**src/hdl/sdram_pkg.sv**
```systemverilog
/* sdram_pkg
   widths, timing and command encodings for the SDR SDRAM front end
   (32-bit chip, 4 banks, 11 row bits, 8 column bits) */
package sdram_pkg;

    typedef logic [20:0] word_addr_t;   // bank[20:19] row[18:8] col[7:0]
    typedef logic [31:0] word_t;
    typedef logic [3:0]  byte_mask_t;   // 1 = byte gets written
    typedef logic [10:0] sdram_addr_t;
    typedef logic [1:0]  bank_t;

    localparam int CLK_PERIOD_NS    = 40;
    localparam int INIT_WAIT_CYCLES = 5000;  // 200 us power-up wait at 25 MHz
    localparam int T_RP_CYCLES      = 1;
    localparam int T_RCD_CYCLES     = 1;
    localparam int T_RFC_CYCLES     = 2;
    localparam int T_WR_CYCLES      = 2;     // write recovery plus auto-precharge
    localparam int CAS_LATENCY      = 2;

    // single location write, CL2, sequential, burst length 1
    localparam sdram_addr_t MODE_REG_VALUE = 11'h220;

    // command pins as {ncs, nras, ncas, nwe}
    localparam logic [3:0] CMD_NOP       = 4'b0111;
    localparam logic [3:0] CMD_ACTIVE    = 4'b0011;
    localparam logic [3:0] CMD_READ      = 4'b0101;
    localparam logic [3:0] CMD_WRITE     = 4'b0100;
    localparam logic [3:0] CMD_PRECHARGE = 4'b0010;
    localparam logic [3:0] CMD_REFRESH   = 4'b0001;
    localparam logic [3:0] CMD_MRS       = 4'b0000;

    typedef enum logic [3:0] {
        init_wait,
        init_pre,
        init_ref,
        init_mrs,
        idle,
        activate,
        rw_cmd,
        read_wait,
        write_rec,
        refresh_wait
    } drv_state_t;

endpackage

```
**src/hdl/sdram_cmd_if.sv**
```systemverilog
`timescale 1ns/1ps

/* sdram_cmd_if
   one command and its response between memory controller and SDRAM driver */
interface sdram_cmd_if import sdram_pkg::*; ();

    logic       rd;          // one-cycle pulses, only while busy is low
    logic       wr;
    logic       refresh;
    word_addr_t addr;
    word_t      din;
    byte_mask_t mask;

    word_t      dout;
    logic       busy;
    logic       data_ready;  // dout valid for exactly this cycle

    modport controller (
        output rd, wr, refresh, addr, din, mask,
        input  dout, busy, data_ready
    );

    modport driver (
        input  rd, wr, refresh, addr, din, mask,
        output dout, busy, data_ready
    );

endinterface

```
**src/hdl/memory_controller.sv**
```systemverilog
`timescale 1ns/1ps

/* memory_controller
   single-command user port over the SDRAM driver: two read flavors with their
   own data registers, masked write, refresh, busy, fail flag and write count */
module memory_controller import sdram_pkg::*; (
    input  logic            clk,
    input  logic            resetn,
    input  logic            read_a,
    input  logic            read_b,
    input  logic            write,
    input  logic            refresh,
    input  word_addr_t      addr,
    input  word_t           din,
    input  byte_mask_t      mask,
    output word_t           dout_a,
    output word_t           dout_b,
    output logic            busy,
    output logic            mem_initialized,
    output logic            fail,
    output logic [19:0]     total_written,
    sdram_cmd_if.controller mem
);

    logic       want_read;
    logic       accept;
    logic [2:0] cycles;     // cycles since acceptance, saturates at 7
    logic       is_read;
    logic       is_write;
    logic       r_read_a;   // flavors requested by the read in flight
    logic       r_read_b;
    logic       op_done;
    word_t      da;
    word_t      db;

    assign want_read = read_a || read_b;
    assign accept    = !busy && (want_read || write || refresh);

    // passed straight through while idle, driver samples on the accepting edge
    assign mem.rd      = !busy && want_read;
    assign mem.wr      = !busy && write && !want_read;
    assign mem.refresh = !busy && refresh && !want_read && !write;
    assign mem.addr    = addr;
    assign mem.din     = din;
    assign mem.mask    = mask;

    // read and refresh have fixed latency, write waits for the driver
    assign op_done = is_write ? (cycles >= 3'd5 && !mem.busy) : (cycles == 3'd4);

    // bypass so the new word shows in the same cycle it is latched
    assign dout_a = (cycles == 3'd4 && r_read_a) ? mem.dout : da;
    assign dout_b = (cycles == 3'd4 && r_read_b) ? mem.dout : db;

    always_ff @(posedge clk) begin
        if (!resetn) begin
            busy            <= 1'b1;
            mem_initialized <= 1'b0;
            fail            <= 1'b0;
            total_written   <= '0;
            cycles          <= 3'd7;
            is_read         <= 1'b0;
            is_write        <= 1'b0;
            r_read_a        <= 1'b0;
            r_read_b        <= 1'b0;
        end else if (!busy) begin
            if (accept) begin
                busy     <= 1'b1;
                cycles   <= 3'd0;
                is_read  <= want_read;
                is_write <= write && !want_read;
                r_read_a <= read_a;
                r_read_b <= read_b;
            end
        end else if (!mem_initialized) begin
            if (!mem.busy) begin   // init sequence finished
                mem_initialized <= 1'b1;
                busy            <= 1'b0;
            end
        end else begin
            if (cycles != 3'd7)
                cycles <= cycles + 3'd1;
            if (op_done) begin
                busy <= 1'b0;
                if (is_read && !mem.data_ready)
                    fail <= 1'b1;   // sticky, read strobe missed its slot
                if (is_write)
                    total_written <= total_written + 20'd1;
                r_read_a <= 1'b0;
                r_read_b <= 1'b0;
            end
        end
    end

    always_ff @(posedge clk) begin
        if (cycles == 3'd4 && r_read_a)
            da <= mem.dout;
        if (cycles == 3'd4 && r_read_b)
            db <= mem.dout;
    end

endmodule

```
**src/flat_wrapper.sv**
```systemverilog
// flat-port wrapper written by rule: the top's interface ports become plain ports
module memory_controller_flat import sdram_pkg::*;
  (clk, resetn, read_a, read_b, write, refresh, addr, din, mask, dout_a, dout_b, busy, mem_initialized, fail, total_written, mem_rd, mem_wr, mem_refresh, mem_addr, mem_din, mem_mask, mem_dout, mem_busy, mem_data_ready);
  sdram_cmd_if mem_i ();
  input  logic clk;
  input  logic resetn;
  input  logic read_a;
  input  logic read_b;
  input  logic write;
  input  logic refresh;
  input  word_addr_t addr;
  input  word_t din;
  input  byte_mask_t mask;
  output word_t dout_a;
  output word_t dout_b;
  output logic busy;
  output logic mem_initialized;
  output logic fail;
  output logic [19:0] total_written;
  output wire logic [$bits(mem_i.rd)-1:0] mem_rd;
  output wire logic [$bits(mem_i.wr)-1:0] mem_wr;
  output wire logic [$bits(mem_i.refresh)-1:0] mem_refresh;
  output wire logic [$bits(mem_i.addr)-1:0] mem_addr;
  output wire logic [$bits(mem_i.din)-1:0] mem_din;
  output wire logic [$bits(mem_i.mask)-1:0] mem_mask;
  input wire logic [$bits(mem_i.dout)-1:0] mem_dout;
  input wire logic [$bits(mem_i.busy)-1:0] mem_busy;
  input wire logic [$bits(mem_i.data_ready)-1:0] mem_data_ready;
  assign mem_rd = mem_i.rd;
  assign mem_wr = mem_i.wr;
  assign mem_refresh = mem_i.refresh;
  assign mem_addr = mem_i.addr;
  assign mem_din = mem_i.din;
  assign mem_mask = mem_i.mask;
  assign mem_i.dout = mem_dout;
  assign mem_i.busy = mem_busy;
  assign mem_i.data_ready = mem_data_ready;
  memory_controller u_core (.clk(clk), .resetn(resetn), .read_a(read_a), .read_b(read_b), .write(write), .refresh(refresh), .addr(addr), .din(din), .mask(mask), .dout_a(dout_a), .dout_b(dout_b), .busy(busy), .mem_initialized(mem_initialized), .fail(fail), .total_written(total_written), .mem(mem_i));
endmodule
```
**config.mk**
```make
export PLATFORM = sky130hd
export DESIGN_NAME = memory_controller_flat
export DESIGN_NICKNAME = d
export VERILOG_FILES = /design/src/hdl/sdram_pkg.sv /design/src/hdl/sdram_cmd_if.sv /design/src/hdl/memory_controller.sv /design/src/flat_wrapper.sv
export SDC_FILE = /design/constraint.sdc
export NUM_CORES = 1
export LEC_CHECK = 0
export ABC_CLOCK_PERIOD_IN_PS = 1600
export BUFFER_PORTS_ARGS = -buffer_cell sky130_fd_sc_hd__buf_2
export CAP_MARGIN = 10
export CORE_MARGIN = 1
export CORE_UTILIZATION = 39
export DETAILED_ROUTE_END_ITERATION = 16
export PLACE_DENSITY = 0.74
export SYNTH_ARGS = -nofsm -noshare
export SYNTH_HDL_FRONTEND = slang
export SYNTH_SLANG_ARGS = --single-unit
```
**constraint.sdc**
```tcl
create_clock -name clk -period 1.6 [get_ports clk]
set_input_delay 0.16 -clock clk [delete_from_list [all_inputs] [get_ports clk]]
set_output_delay 0.16 -clock clk [all_outputs]
set_load 0.02 [all_outputs]
```
==> results of run 1 <==
-- power by group --
group / total [mW] / internal [mW] / leakage (nW) / switching, mW
registers: 2.82 / 2.71 / 0.786 / 0.109
clock network: 1.48 / 0.594 / 0.0936 / 0.883
logic: 2.12 / 1.11 / 1.65 / 1.01
-- registers in the layout, indices dropped and copies added (netlist names) --
register / cells
u_core.da: 32
u_core.db: 32
u_core.total_written: 20
u_core.cycles: 3
u_core.busy: 1
u_core.fail: 1
u_core.is_read: 1
u_core.is_write: 1
u_core.mem_initialized: 1
u_core.r_read_a: 1
u_core.r_read_b: 1
-- final cells by class --
class	instances	share of cell area, %
Multi-Input combinational cell	201	34.7
Sequential cell	94	33.5
Timing Repair Buffer	167	25.3
Tap cell	133	2.93
Clock buffer	10	2.25
Clock inverter	6	0.904
Inverter	6	0.397
-- what timing repair did --
action,CTS,global route
cloned,6,0
resized for setup,104,106
pin swaps,12,23
setup endpoints to repair,80,90
buffers inserted,8,5
-- per-layer routing --
metal	up-vias	wire, µm	GRT usage, %
met1	1473	4210	20.4
met5	-	0	0
li1	1464	-	-
met3	38	668	5.90
met4	0	289	8.78
met2	122	5250	32.0
-- final timing paths --
path / slack (ps) / endpoint
setup / recovery: -390 / dout_b[23]
hold / removal: 50 / u_core.db[25]
setup reg to reg: -180 / u_core.total_written[8]
hold reg to reg: 480 / u_core.db[15]
-- cell usage after synthesis --
cell       n
nor4b_1    1
or3_2      1
xnor2_1    3
or4_1      8
nor4bb_1   1
o211ai_1   1
nor3_1     4
dfxtp_1   94
o21a_1     1
nor2_1    11
buf_1      4
nand2_1   18
ha_1       5
o22ai_1    1
inv_1      5
a21o_1     1
and4_1     2
o21ai_0    2
buf_6      1
and3_1     4
nand3b_2   1
or3_4      1
clkbuf_1   5
or2_2      2
nand2b_1   6
a31oi_1    1
nand4_1    7
clkinv_1   1
o311ai_0   1
o31ai_1    8
nand3_1   10
or3_1      2
a32o_1     2
mux2_2    64
nor4_1     4
a21oi_1   15
mux2i_1    7
a211o_1    1
buf_4     58
and3b_1    1
and2_1     3
-- metrics by stage --
stage	cells	TNS [ps]	hold WS [ps]	util [%]	setup slack (ps)
detailed placement	589	-3760	320	46.7	-66.2
global route	617	-28790	33.0	57.8	-454
CTS	619	-25090	28.0	54.4	-422
floorplan	368	-6.33	286	-	-3.17
global placement	589	-573	320	46.7	-23.8
finish	617	-21490	54.3	57.8	-386
-- cell families (layout without fill, tap and decap cells) --
| logic type | after synthesis | count (layout) | synth area share [%] |
|---|---|---|---|
| flip-flops | 94 | 94 | 47.4 |
| AND/OR/NAND/NOR | 87 | 88 | 12.3 |
| buffers and inverters | 74 | 189 | 12.7 |
| multiplexers | 71 | 71 | 19.9 |
| AO/OA/AOI/OAI | 34 | 34 | 5.48 |
| adder cells (fa/ha/maj) | 5 | 5 | 1.58 |
| XOR/XNOR | 3 | 3 | 0.662 |
-- worst reg2reg max path, cell delays in order, from the launching register on --
cell and delay (ps):
dfxtp_2 350, inv_2 50, buf_4 140, ha_4 160
nor3_4 420, or2_4 250, buf_6 140, o21ai_2 60
a21oi_1 140
==> summary.txt, run 1 <==
Run status
  – Status: finished, violations left
  – Failing checks: setup timing

Global routing
  – GR Util All Layers: a little under a fifth
  – Vias in the first global route: 3020
  – First-pass GRT wire length: approximately 15 mm
  – Initial antenna violation count: 0
  – Grt ovf: 0
  – Pin count of the biggest net entering global routing: 19

Floorplanning
  – Core Footprint: a little under 10000 µm²
  – Initial core utilization: about two fifths
  – Die ar.: 10600 µm²
  – Die Y-Extent: between 100 and 150 µm
  – Die Wd: between 100 and 150 µm
  – Ports: ~240
  – Cell row count: 36

Detailed routing
  – Initial DRC Count: 72
  – Residual DRC: 0
  – Antenna-violating nets left: 0
  – Drt wl/cell: about 17 µm
  – Drt total wl: roughly 10 mm
  – First-pass DRT Iterations: 4
  – Routed vias/inst: 5.02
  – Vias: 3097

Synthesis
  – Post-Syn Instances: 368
  – Yosys Warn Count: 0
  – Post-synth top area share: roughly 47%
  – Syn_area_per_cell: roughly 11 µm²
  – Synth top area cells: dfxtp_1 47%, mux2_2 18%, buf_4 11%
  – Count of different cell masters after synthesis: 41
  – Mapped Area: around 4000 µm²
  – Largest area contributor in the netlist: dfxtp_1
  – Seq/Total Area, Yosys: 47.4%
  – Yosys reg bits: 94
  – Syn Nets: 470

Clocking
  – Clock Tree Root: clkbuf_8
  – Hold Buf Count CTS: 0
  – Worst skew pair latency: roughly 360 ps
  – Clock slew at reported path FFs: roughly 100 ps
  – Num CTS Buffers: 9
  – CTS HTree Levels: 3
  – Bufs on Longest Clock Path: 2
  – TritonCTS clock tree: done
  – # clock sinks: 94

Critical path
  – Worst reg2reg path depth: 8
  – WS Path Type: reg -> out
  – Kind of cell adding the most delay to the critical path: buffers and inverters
  – CP startpoint: u_core.cycles[1]
  – CP Capture Type: output port
  – Critical path depth: 7
  – Critical-path top delay cell: mux2_2
  – Crit path DAT: 1830 ps
  – CP Launch Type: flop
  – CP most frequent cell: buf_12
  – Worst-path cell chain: inv_2, ha_4, nand3_4, buf_12, buf_12, mux2_2, buf_6
  – Critical path peak fanout: 8
  – Max incr delay on CP: approximately 370 ps
  – WP data required: about 1400 ps
  – R2R Path Start: u_core.cycles[1]
  – Crit path buf inv count: 4

Placed design
  – IO buf count: about 130
  – Post-DP Area: approximately 4600 µm²
  – GP Congestion: 0.809
  – Post-DP HPWL: 6.33 mm

Job
  – Max-cap violations: 0

STA
  – Final hold vios: 0
  – Worst slew margin: 69.7%
  – RSZ-0062 raised after global routing: yes
  – Setup ws final: -386 ps
  – Fmax: slightly above 0.5 GHz
  – Slew Limit Fails: 0
  – Setup Skew: 11.2 ps
  – Final period util: 124%
  – Final min period: about 2000 ps
  – Final Setup Violations: 86
  – Tightest Pin Transition: around 450 ps

Layout
  – Ant. Diodes: 0
  – Nets: 581
  – Most frequent cells in the layout: 86 x dfxtp_1, 69 x buf_2, 62 x buf_6
  – Register area: roughly 1900 µm²
  – Area of the multi-input gates: 1970 µm²
  – Design area: between 5000 and 6000 µm²
  – Layout area overhead: 42.8%
  – FILL cells: 811
  – Commonest non-fill, non-tap cell in the layout: dfxtp_1
  – Fraction of layout cells with a size suffix above 1: about three fifths

Power
  – Power, Total: 6.42 mW
  – Leak: ~2.5 nW
  – Maximum vdd drop: approximately 0.88 mV
  – Pwr/cell area: 1130 nW/µm²

Hold path
  – Hold Path Stages: 2
  – Worst Hold Class: in -> reg
  – Hold_sp: mem_dout[25]
No activity file was read; power rests on OpenSTA's default activity.
==> run 2: changes to the inputs <==
ABC_CLOCK_PERIOD_IN_PS = 2500   (was 1600)
CORE_UTILIZATION = 46   (was 39)
PLACE_DENSITY = 0.82   (was 0.74)
clock period = 2.5 ns   (was 1.6 ns; I/O delays follow)
==> summary.txt, run 2 (synthesis gave the netlist of run 1 again) <==
Run status
  – Status: finished clean

Placed design
  – Post-DP Area: 4320 µm² (-5.9%)
  – Post-DP HPWL: 6.46 mm (+1.9%)
  – IO buf count: 129 (unchanged)
  – Dpl cells: 536 (-9.0%)
  – GP Congestion: 0.834 (+3.2%)

Floorplanning
  – Core Footprint: 8300 µm² (-15%)
  – Ports: 244 (unchanged)
  – Initial core utilization: 47.9% (+7.4 points)
  – Die ar.: 9010 µm² (-15%)
  – Cell row count: 33 (-8.3%)
  – Die Y-Extent: 94.9 µm (-7.8%)
  – Die Wd: 94.9 µm (-7.8%)

Critical path
  – Critical path peak fanout: 19 (+11)
  – Max incr delay on CP: 440 ps (+70 ps)
  – CP Launch Type: flop
  – Worst-path cell chain: inv_1, ha_1, nand3_4, buf_12, mux2_2, buf_2
  – Crit path buf inv count: 3 (-1)
  – Crit path DAT: 2150 ps (+320 ps)
  – WS Path Type: reg -> out
  – WP data required: 2250 ps (+810 ps)
  – Critical-path top delay cell: dfxtp_1
  – R2R Setup Slk: 480 ps (+660 ps)
  – CP Capture Type: output port
  – Kind of cell adding the most delay to the critical path: buffers and inverters

Global routing
  – Initial antenna violation count: 0 (unchanged)
  – Grt ovf: 0 (unchanged)
  – First-pass GRT wire length: 12.9 mm (-12%)
  – Vias in the first global route: 2823 (-6.5%)
  – Pin count of the biggest net entering global routing: 20 (+1)
  – GR Util All Layers: 18.5% (+0.12 points)

STA
  – Slew Limit Fails: 0 (unchanged)
  – Setup Skew: 9.97 ps (-1.22 ps)
  – Final period util: 95.9%
  – Setup TNS: 0 ps (+21490 ps)
  – Fmax: roughly 0.42 GHz
  – Final hold vios: 0 (unchanged)
  – Final Setup Violations: 0 (-100%)
  – Worst slew margin: 53.3% (-16 points)
  – WHS: 138 ps (+83.6 ps)
  – RSZ-0062 raised after global routing: no
  – Final min period: around 2400 ps
  – Tightest Pin Transition: 695 ps (+242 ps)

Layout
  – FILL cells: 720 (-11%)
  – Most frequent cells in the layout: 129 x buf_2, 94 x dfxtp_1, 64 x mux2_2
  – Commonest non-fill, non-tap cell in the layout: buf_2
  – Top Registers: u_core.da (32), u_core.db (32), u_core.total_written (20)
  – Post-Layout Cell Count: 552 (-11%)
  – Layout area overhead: 14.8%
  – Design area: 4560 µm² (-20%)
  – Fraction of layout cells with a size suffix above 1: 48.8% (-13 points)
  – Area of the multi-input gates: 1610 µm² (-18%)
  – Nets: 544 (-6.4%)
  – Ant. Diodes: 0 (unchanged)
  – Register area: 1880 µm² (-1.1%)

Power
  – Maximum vdd drop: 0.597 mV (-32%)
  – Leak: 2.00 nW (-21%)
  – Pwr/cell area: 843 nW/µm² (-25%)
  – Power, Total: 3.84 mW (-40%)

Clocking
  – Hold Buf Count CTS: 0 (unchanged)
  – # clock sinks: 94 (unchanged)
  – Bufs on Longest Clock Path: 2 (unchanged)
  – Clock Tree Root: clkbuf_8
  – Num CTS Buffers: 9 (unchanged)
  – Setup bufs post-CTS: 0 (-8)
  – Clock slew at reported path FFs: 90 ps (about the same)
  – TritonCTS clock tree: done
  – Resized cells post-CTS: 0 (-100%)
  – Worst skew pair latency: 350 ps (about the same)
  – CTS HTree Levels: 3 (unchanged)

Detailed routing
  – Met2 wire len: 4.53 mm (-14%)
  – Metal-1 WL: 3.09 mm (-27%)
  – First-pass DRT Iterations: 4 (unchanged)
  – Residual DRC: 0 (unchanged)
  – Vias: 2941 (-5.0%)
  – Antenna-violating nets left: 0 (unchanged)
  – Initial DRC Count: 144 (+100%)
  – DR top layer: met4
  – Drt wl/cell: 15.3 µm (-9.4%)
  – Drt total wl: 8.45 mm (-19%)
  – Metal3 WL: 547 µm (-18%)
  – Routed vias/inst: 5.33 (+6.1%)

Hold path
  – Worst Hold Class: in -> reg

Job
  – Max-cap violations: 0 (unchanged)
-- run 2: cell count changes in the layout (fill, tap and decap cells not counted), sizes merged --
cell / before / now
or2: 3 / 2
inv: 9 / 8
bufinv: 0 / 2
clkbuf: 10 / 9
clkinv: 3 / 2
buf: 167 / 131
clkinvlp: 0 / 1
-- run 2: report_power, final --
part           total [mW]  switching, mW  internal [mW]
clock                1.13          0.554          0.576
combinational       0.903          0.540          0.364
sequential           1.81         0.0761           1.74
total                3.84           1.17           2.67
-- run 2: layer usage --
layer / global-route usage, % / vias up
met5: 0 / -
met4: 10.4 / 0
met3: 5.15 / 39
met2: 33.5 / 112
met1: 19.2 / 1396
li1: - / 1394
-- run 2: worst reg2reg max path: stages (launching register included) --
cell and delay (ps):
dfxtp_1 360, inv_1 80, ha_1 180, nor3_1 540, o22ai_1 260, a31oi_1 350
a32o_1 210
-- run 2: metrics by stage --
stage                     util [%]  worst slack, ps
final                         54.9              103
after global routing          54.9             4.19
after CTS                     54.8             35.7
after detailed placement      52.0              450
after global placement        52.0              496
after floorplan                  -              662
-- run 2: final cells by class --
type	instances	share of cell area [%]
flip-flops and latches	94	41.3
inverters	6	0.494
clock inverters	7	2.25
well taps	105	2.88
clock buffers	9	2.72
repair buffers	131	15.0
multi-input cells	200	35.3
-- run 2: path summary, 6_finish.rpt --
| path | cells past startpoint | start | to |
|---|---|---|---|
| setup reg to reg | 6 | u_core.cycles[1] | u_core.r_read_a |
| hold reg to reg | 2 | u_core.total_written[19] | u_core.total_written[19] |
| hold / removal | 2 | read_b | u_core.r_read_b |
| setup / recovery | 6 | u_core.cycles[0] | dout_a[11] |
==> run 3: changes to the inputs <==
RECOVER_POWER = 50   (was unset)
==> summary.txt, run 3 (synthesis gave the netlist of run 1 again) <==
Hold path
  – Hold_sp: read_b
  – Endpoint of the worst hold path: u_core.r_read_b
  – Worst Hold Class: in -> reg
  – Hold Path Stages: 2 (unchanged)

STA
  – Worst slew margin: 47.1% (-6.2 points)
  – Final min period: 2400 ps (-1.24 ps)
  – Final Setup Violations: 0 (unchanged)
  – WHS: 139 ps (+0.905 ps)
  – Final hold vios: 0 (unchanged)
  – Setup Skew: 10.7 ps (+0.715 ps)
  – Slew Limit Fails: 0 (unchanged)
  – RSZ-0062 raised after global routing: no
  – Fmax: 0.417 GHz (about the same)
  – Setup TNS: 0 ps (unchanged)
  – Setup ws final: 105 ps (+1.24 ps)
  – Tightest Pin Transition: 793 ps (+98.2 ps)
  – Final period util: 95.8% (about the same)

Critical path
  – Max incr delay on CP: 430 ps (about the same)
  – Critical-path top delay cell: dfxtp_1
  – Crit path DAT: 2150 ps (about the same)
  – Critical path depth: 6 (unchanged)
  – R2R Setup Slk: 490 ps (about the same)
  – Critical path peak fanout: 19 (unchanged)
  – WS Path Type: reg -> out
  – R2R Path Start: u_core.cycles[1]
  – Worst reg2reg path depth: 6 (unchanged)
  – Worst-path cell chain: inv_1, ha_1, nand3_4, buf_12, mux2_2, buf_2
  – Kind of cell adding the most delay to the critical path: buffers and inverters
  – WP data required: 2250 ps (about the same)
  – CP startpoint: u_core.cycles[0]
  – CP Capture Type: output port
  – CP Launch Type: flop
  – Worst R2R End: u_core.r_read_b
  – Crit path buf inv count: 3 (unchanged)

Global routing
  – Pin count of the biggest net entering global routing: 20 (unchanged)
  – GR Util All Layers: 18.5% (unchanged)
  – Vias in the first global route: 2823 (unchanged)
  – First-pass GRT wire length: 12.9 mm (unchanged)
  – Grt ovf: 0 (unchanged)
  – Initial antenna violation count: 0 (unchanged)

Clocking
  – Clock Tree Root: clkbuf_8
  – CTS HTree Levels: 3 (unchanged)
  – Num CTS Buffers: 9 (unchanged)
  – Clock slew at reported path FFs: 90 ps (about the same)
  – # clock sinks: 94 (unchanged)
  – Worst skew pair latency: 350 ps (about the same)
  – Bufs on Longest Clock Path: 2 (unchanged)
  – TritonCTS clock tree: done

Placed design
  – GP Congestion: 0.834 (unchanged)
  – Post-DP HPWL: 6.46 mm (unchanged)
  – Dpl ws: 450 ps (unchanged)
  – Dpl cells: 536 (unchanged)
  – IO buf count: 129 (unchanged)

Detailed routing
  – Initial DRC Count: 148 (+2.8%)
  – Drt total wl: 8.46 mm (about the same)
  – Drt wl/cell: 15.3 µm (about the same)
  – Antenna-violating nets left: 0 (unchanged)
  – Vias: 2960 (+0.65%)
  – First-pass DRT Iterations: 4 (unchanged)
  – Residual DRC: 0 (unchanged)
  – Routed vias/inst: 5.36 (+0.65%)

Layout
  – Final core occ: 54.6% (-0.36 points)
  – Top Registers: u_core.da (32), u_core.db (32), u_core.total_written (20)
  – FILL cells: 728 (+1.1%)
  – Ant. Diodes: 0 (unchanged)
  – Most frequent cells in the layout: 105 x buf_2, 94 x dfxtp_1, 64 x mux2_2
  – Nets: 544 (unchanged)
  – Layout area overhead: 14.1%
  – Fraction of layout cells with a size suffix above 1: 43.4% (-5.4 points)
  – Area of the multi-input gates: 1610 µm² (unchanged)
  – Commonest non-fill, non-tap cell in the layout: buf_2
  – Register area: 1880 µm² (unchanged)
  – Post-Layout Cell Count: 552 (unchanged)

Floorplanning
  – Die Wd: 94.9 µm (unchanged)
  – Ports: 244 (unchanged)
  – Cell row count: 33 (unchanged)
  – Initial core utilization: 47.9% (unchanged)
  – Die Y-Extent: 94.9 µm (unchanged)
  – Core Footprint: 8300 µm² (unchanged)
  – Die ar.: 9010 µm² (unchanged)

Power
  – Sequential share of power: 47.1% (about the same)
  – Leak: 1.90 nW (-5.1%)
  – Sw power: 1.17 mW (-0.17%)
  – Int Pwr: 2.67 mW (about the same)
  – Maximum vdd drop: 0.598 mV (+0.23%)
  – Clock network fraction of total power: 29.4% (about the same)
  – Power share of the combinational group: 23.5% (about the same)
  – Net Sw Frac: 30.4% (about the same)
  – Pwr/cell area: 848 nW/µm² (+0.58%)

Run status
  – Status: finished clean

Job
  – Max-cap violations: 0 (unchanged)
==> run 3: cell types whose count changed in the layout (fill, tap and decap cells not counted) <==
| cell | change |
|---|---|
| buf_2 | -24 |
| clkbuf_1 | +24 |
==> run 3: how the worst max path moves through the flow <==
stage / endpoint
after floorplan: dout_b[11]
after global placement: dout_a[11]
after detailed placement: dout_a[11]
after CTS: dout_a[11]
after global routing: dout_a[11]
final: dout_a[11]
==> run 3: layout make-up <==
cell class | count | share of cell area [%]
timing repair buffer | 131 | 14.5
clock buffer | 9 | 2.73
multi-input combinational | 200 | 35.6
sequential | 94 | 41.5
clock inverter | 7 | 2.27
inverter | 6 | 0.497
tap | 105 | 2.90
==> run 3: power by group through the flow <==
stage	Sequential (mW)	Clock [mW]	Combinational, mW
floorplan	1.82	0	0.750
global placement	1.83	0	0.884
detailed placement	1.85	0	0.907
CTS	1.81	1.15	0.910
global route	1.84	1.22	0.973
finish	1.81	1.13	0.903
==> run 3: per-layer routing <==
| metal | vias up | routed length [µm] | track usage (%) |
|---|---|---|---|
| li1 | 1393 | - | - |
| met5 | - | 0 | 0 |
| met2 | 125 | 4520 | 33.5 |
| met3 | 39 | 595 | 5.15 |
| met4 | 0 | 272 | 10.4 |
| met1 | 1403 | 3070 | 19.2 |
==> run 3: stage by stage <==
stage | power (mW) | area, µm²
global route | 4.02 | 4530
global placement | 2.71 | 4320
detailed placement | 2.75 | 4320
finish | 3.84 | 4530
floorplan | 2.57 | 3970
CTS | 3.87 | 4540
==> run 3: worst register-to-register path, delay by kind of cell, from the launching register on <==
kind,cells,cell delay [ps]
adder cells (fa/ha/maj),1,180
flip-flops,1,360
AO/OA/AOI/OAI,3,800
buffers and inverters,1,80
AND/OR/NAND/NOR,1,540
==> run 3: repair_timing <==
action,4_1_cts,5_1_grt
hold endpoints to repair,0,0
buffers inserted,0,0
hold buffers,0,0
setup endpoints to repair,0,37
resized for setup,0,2
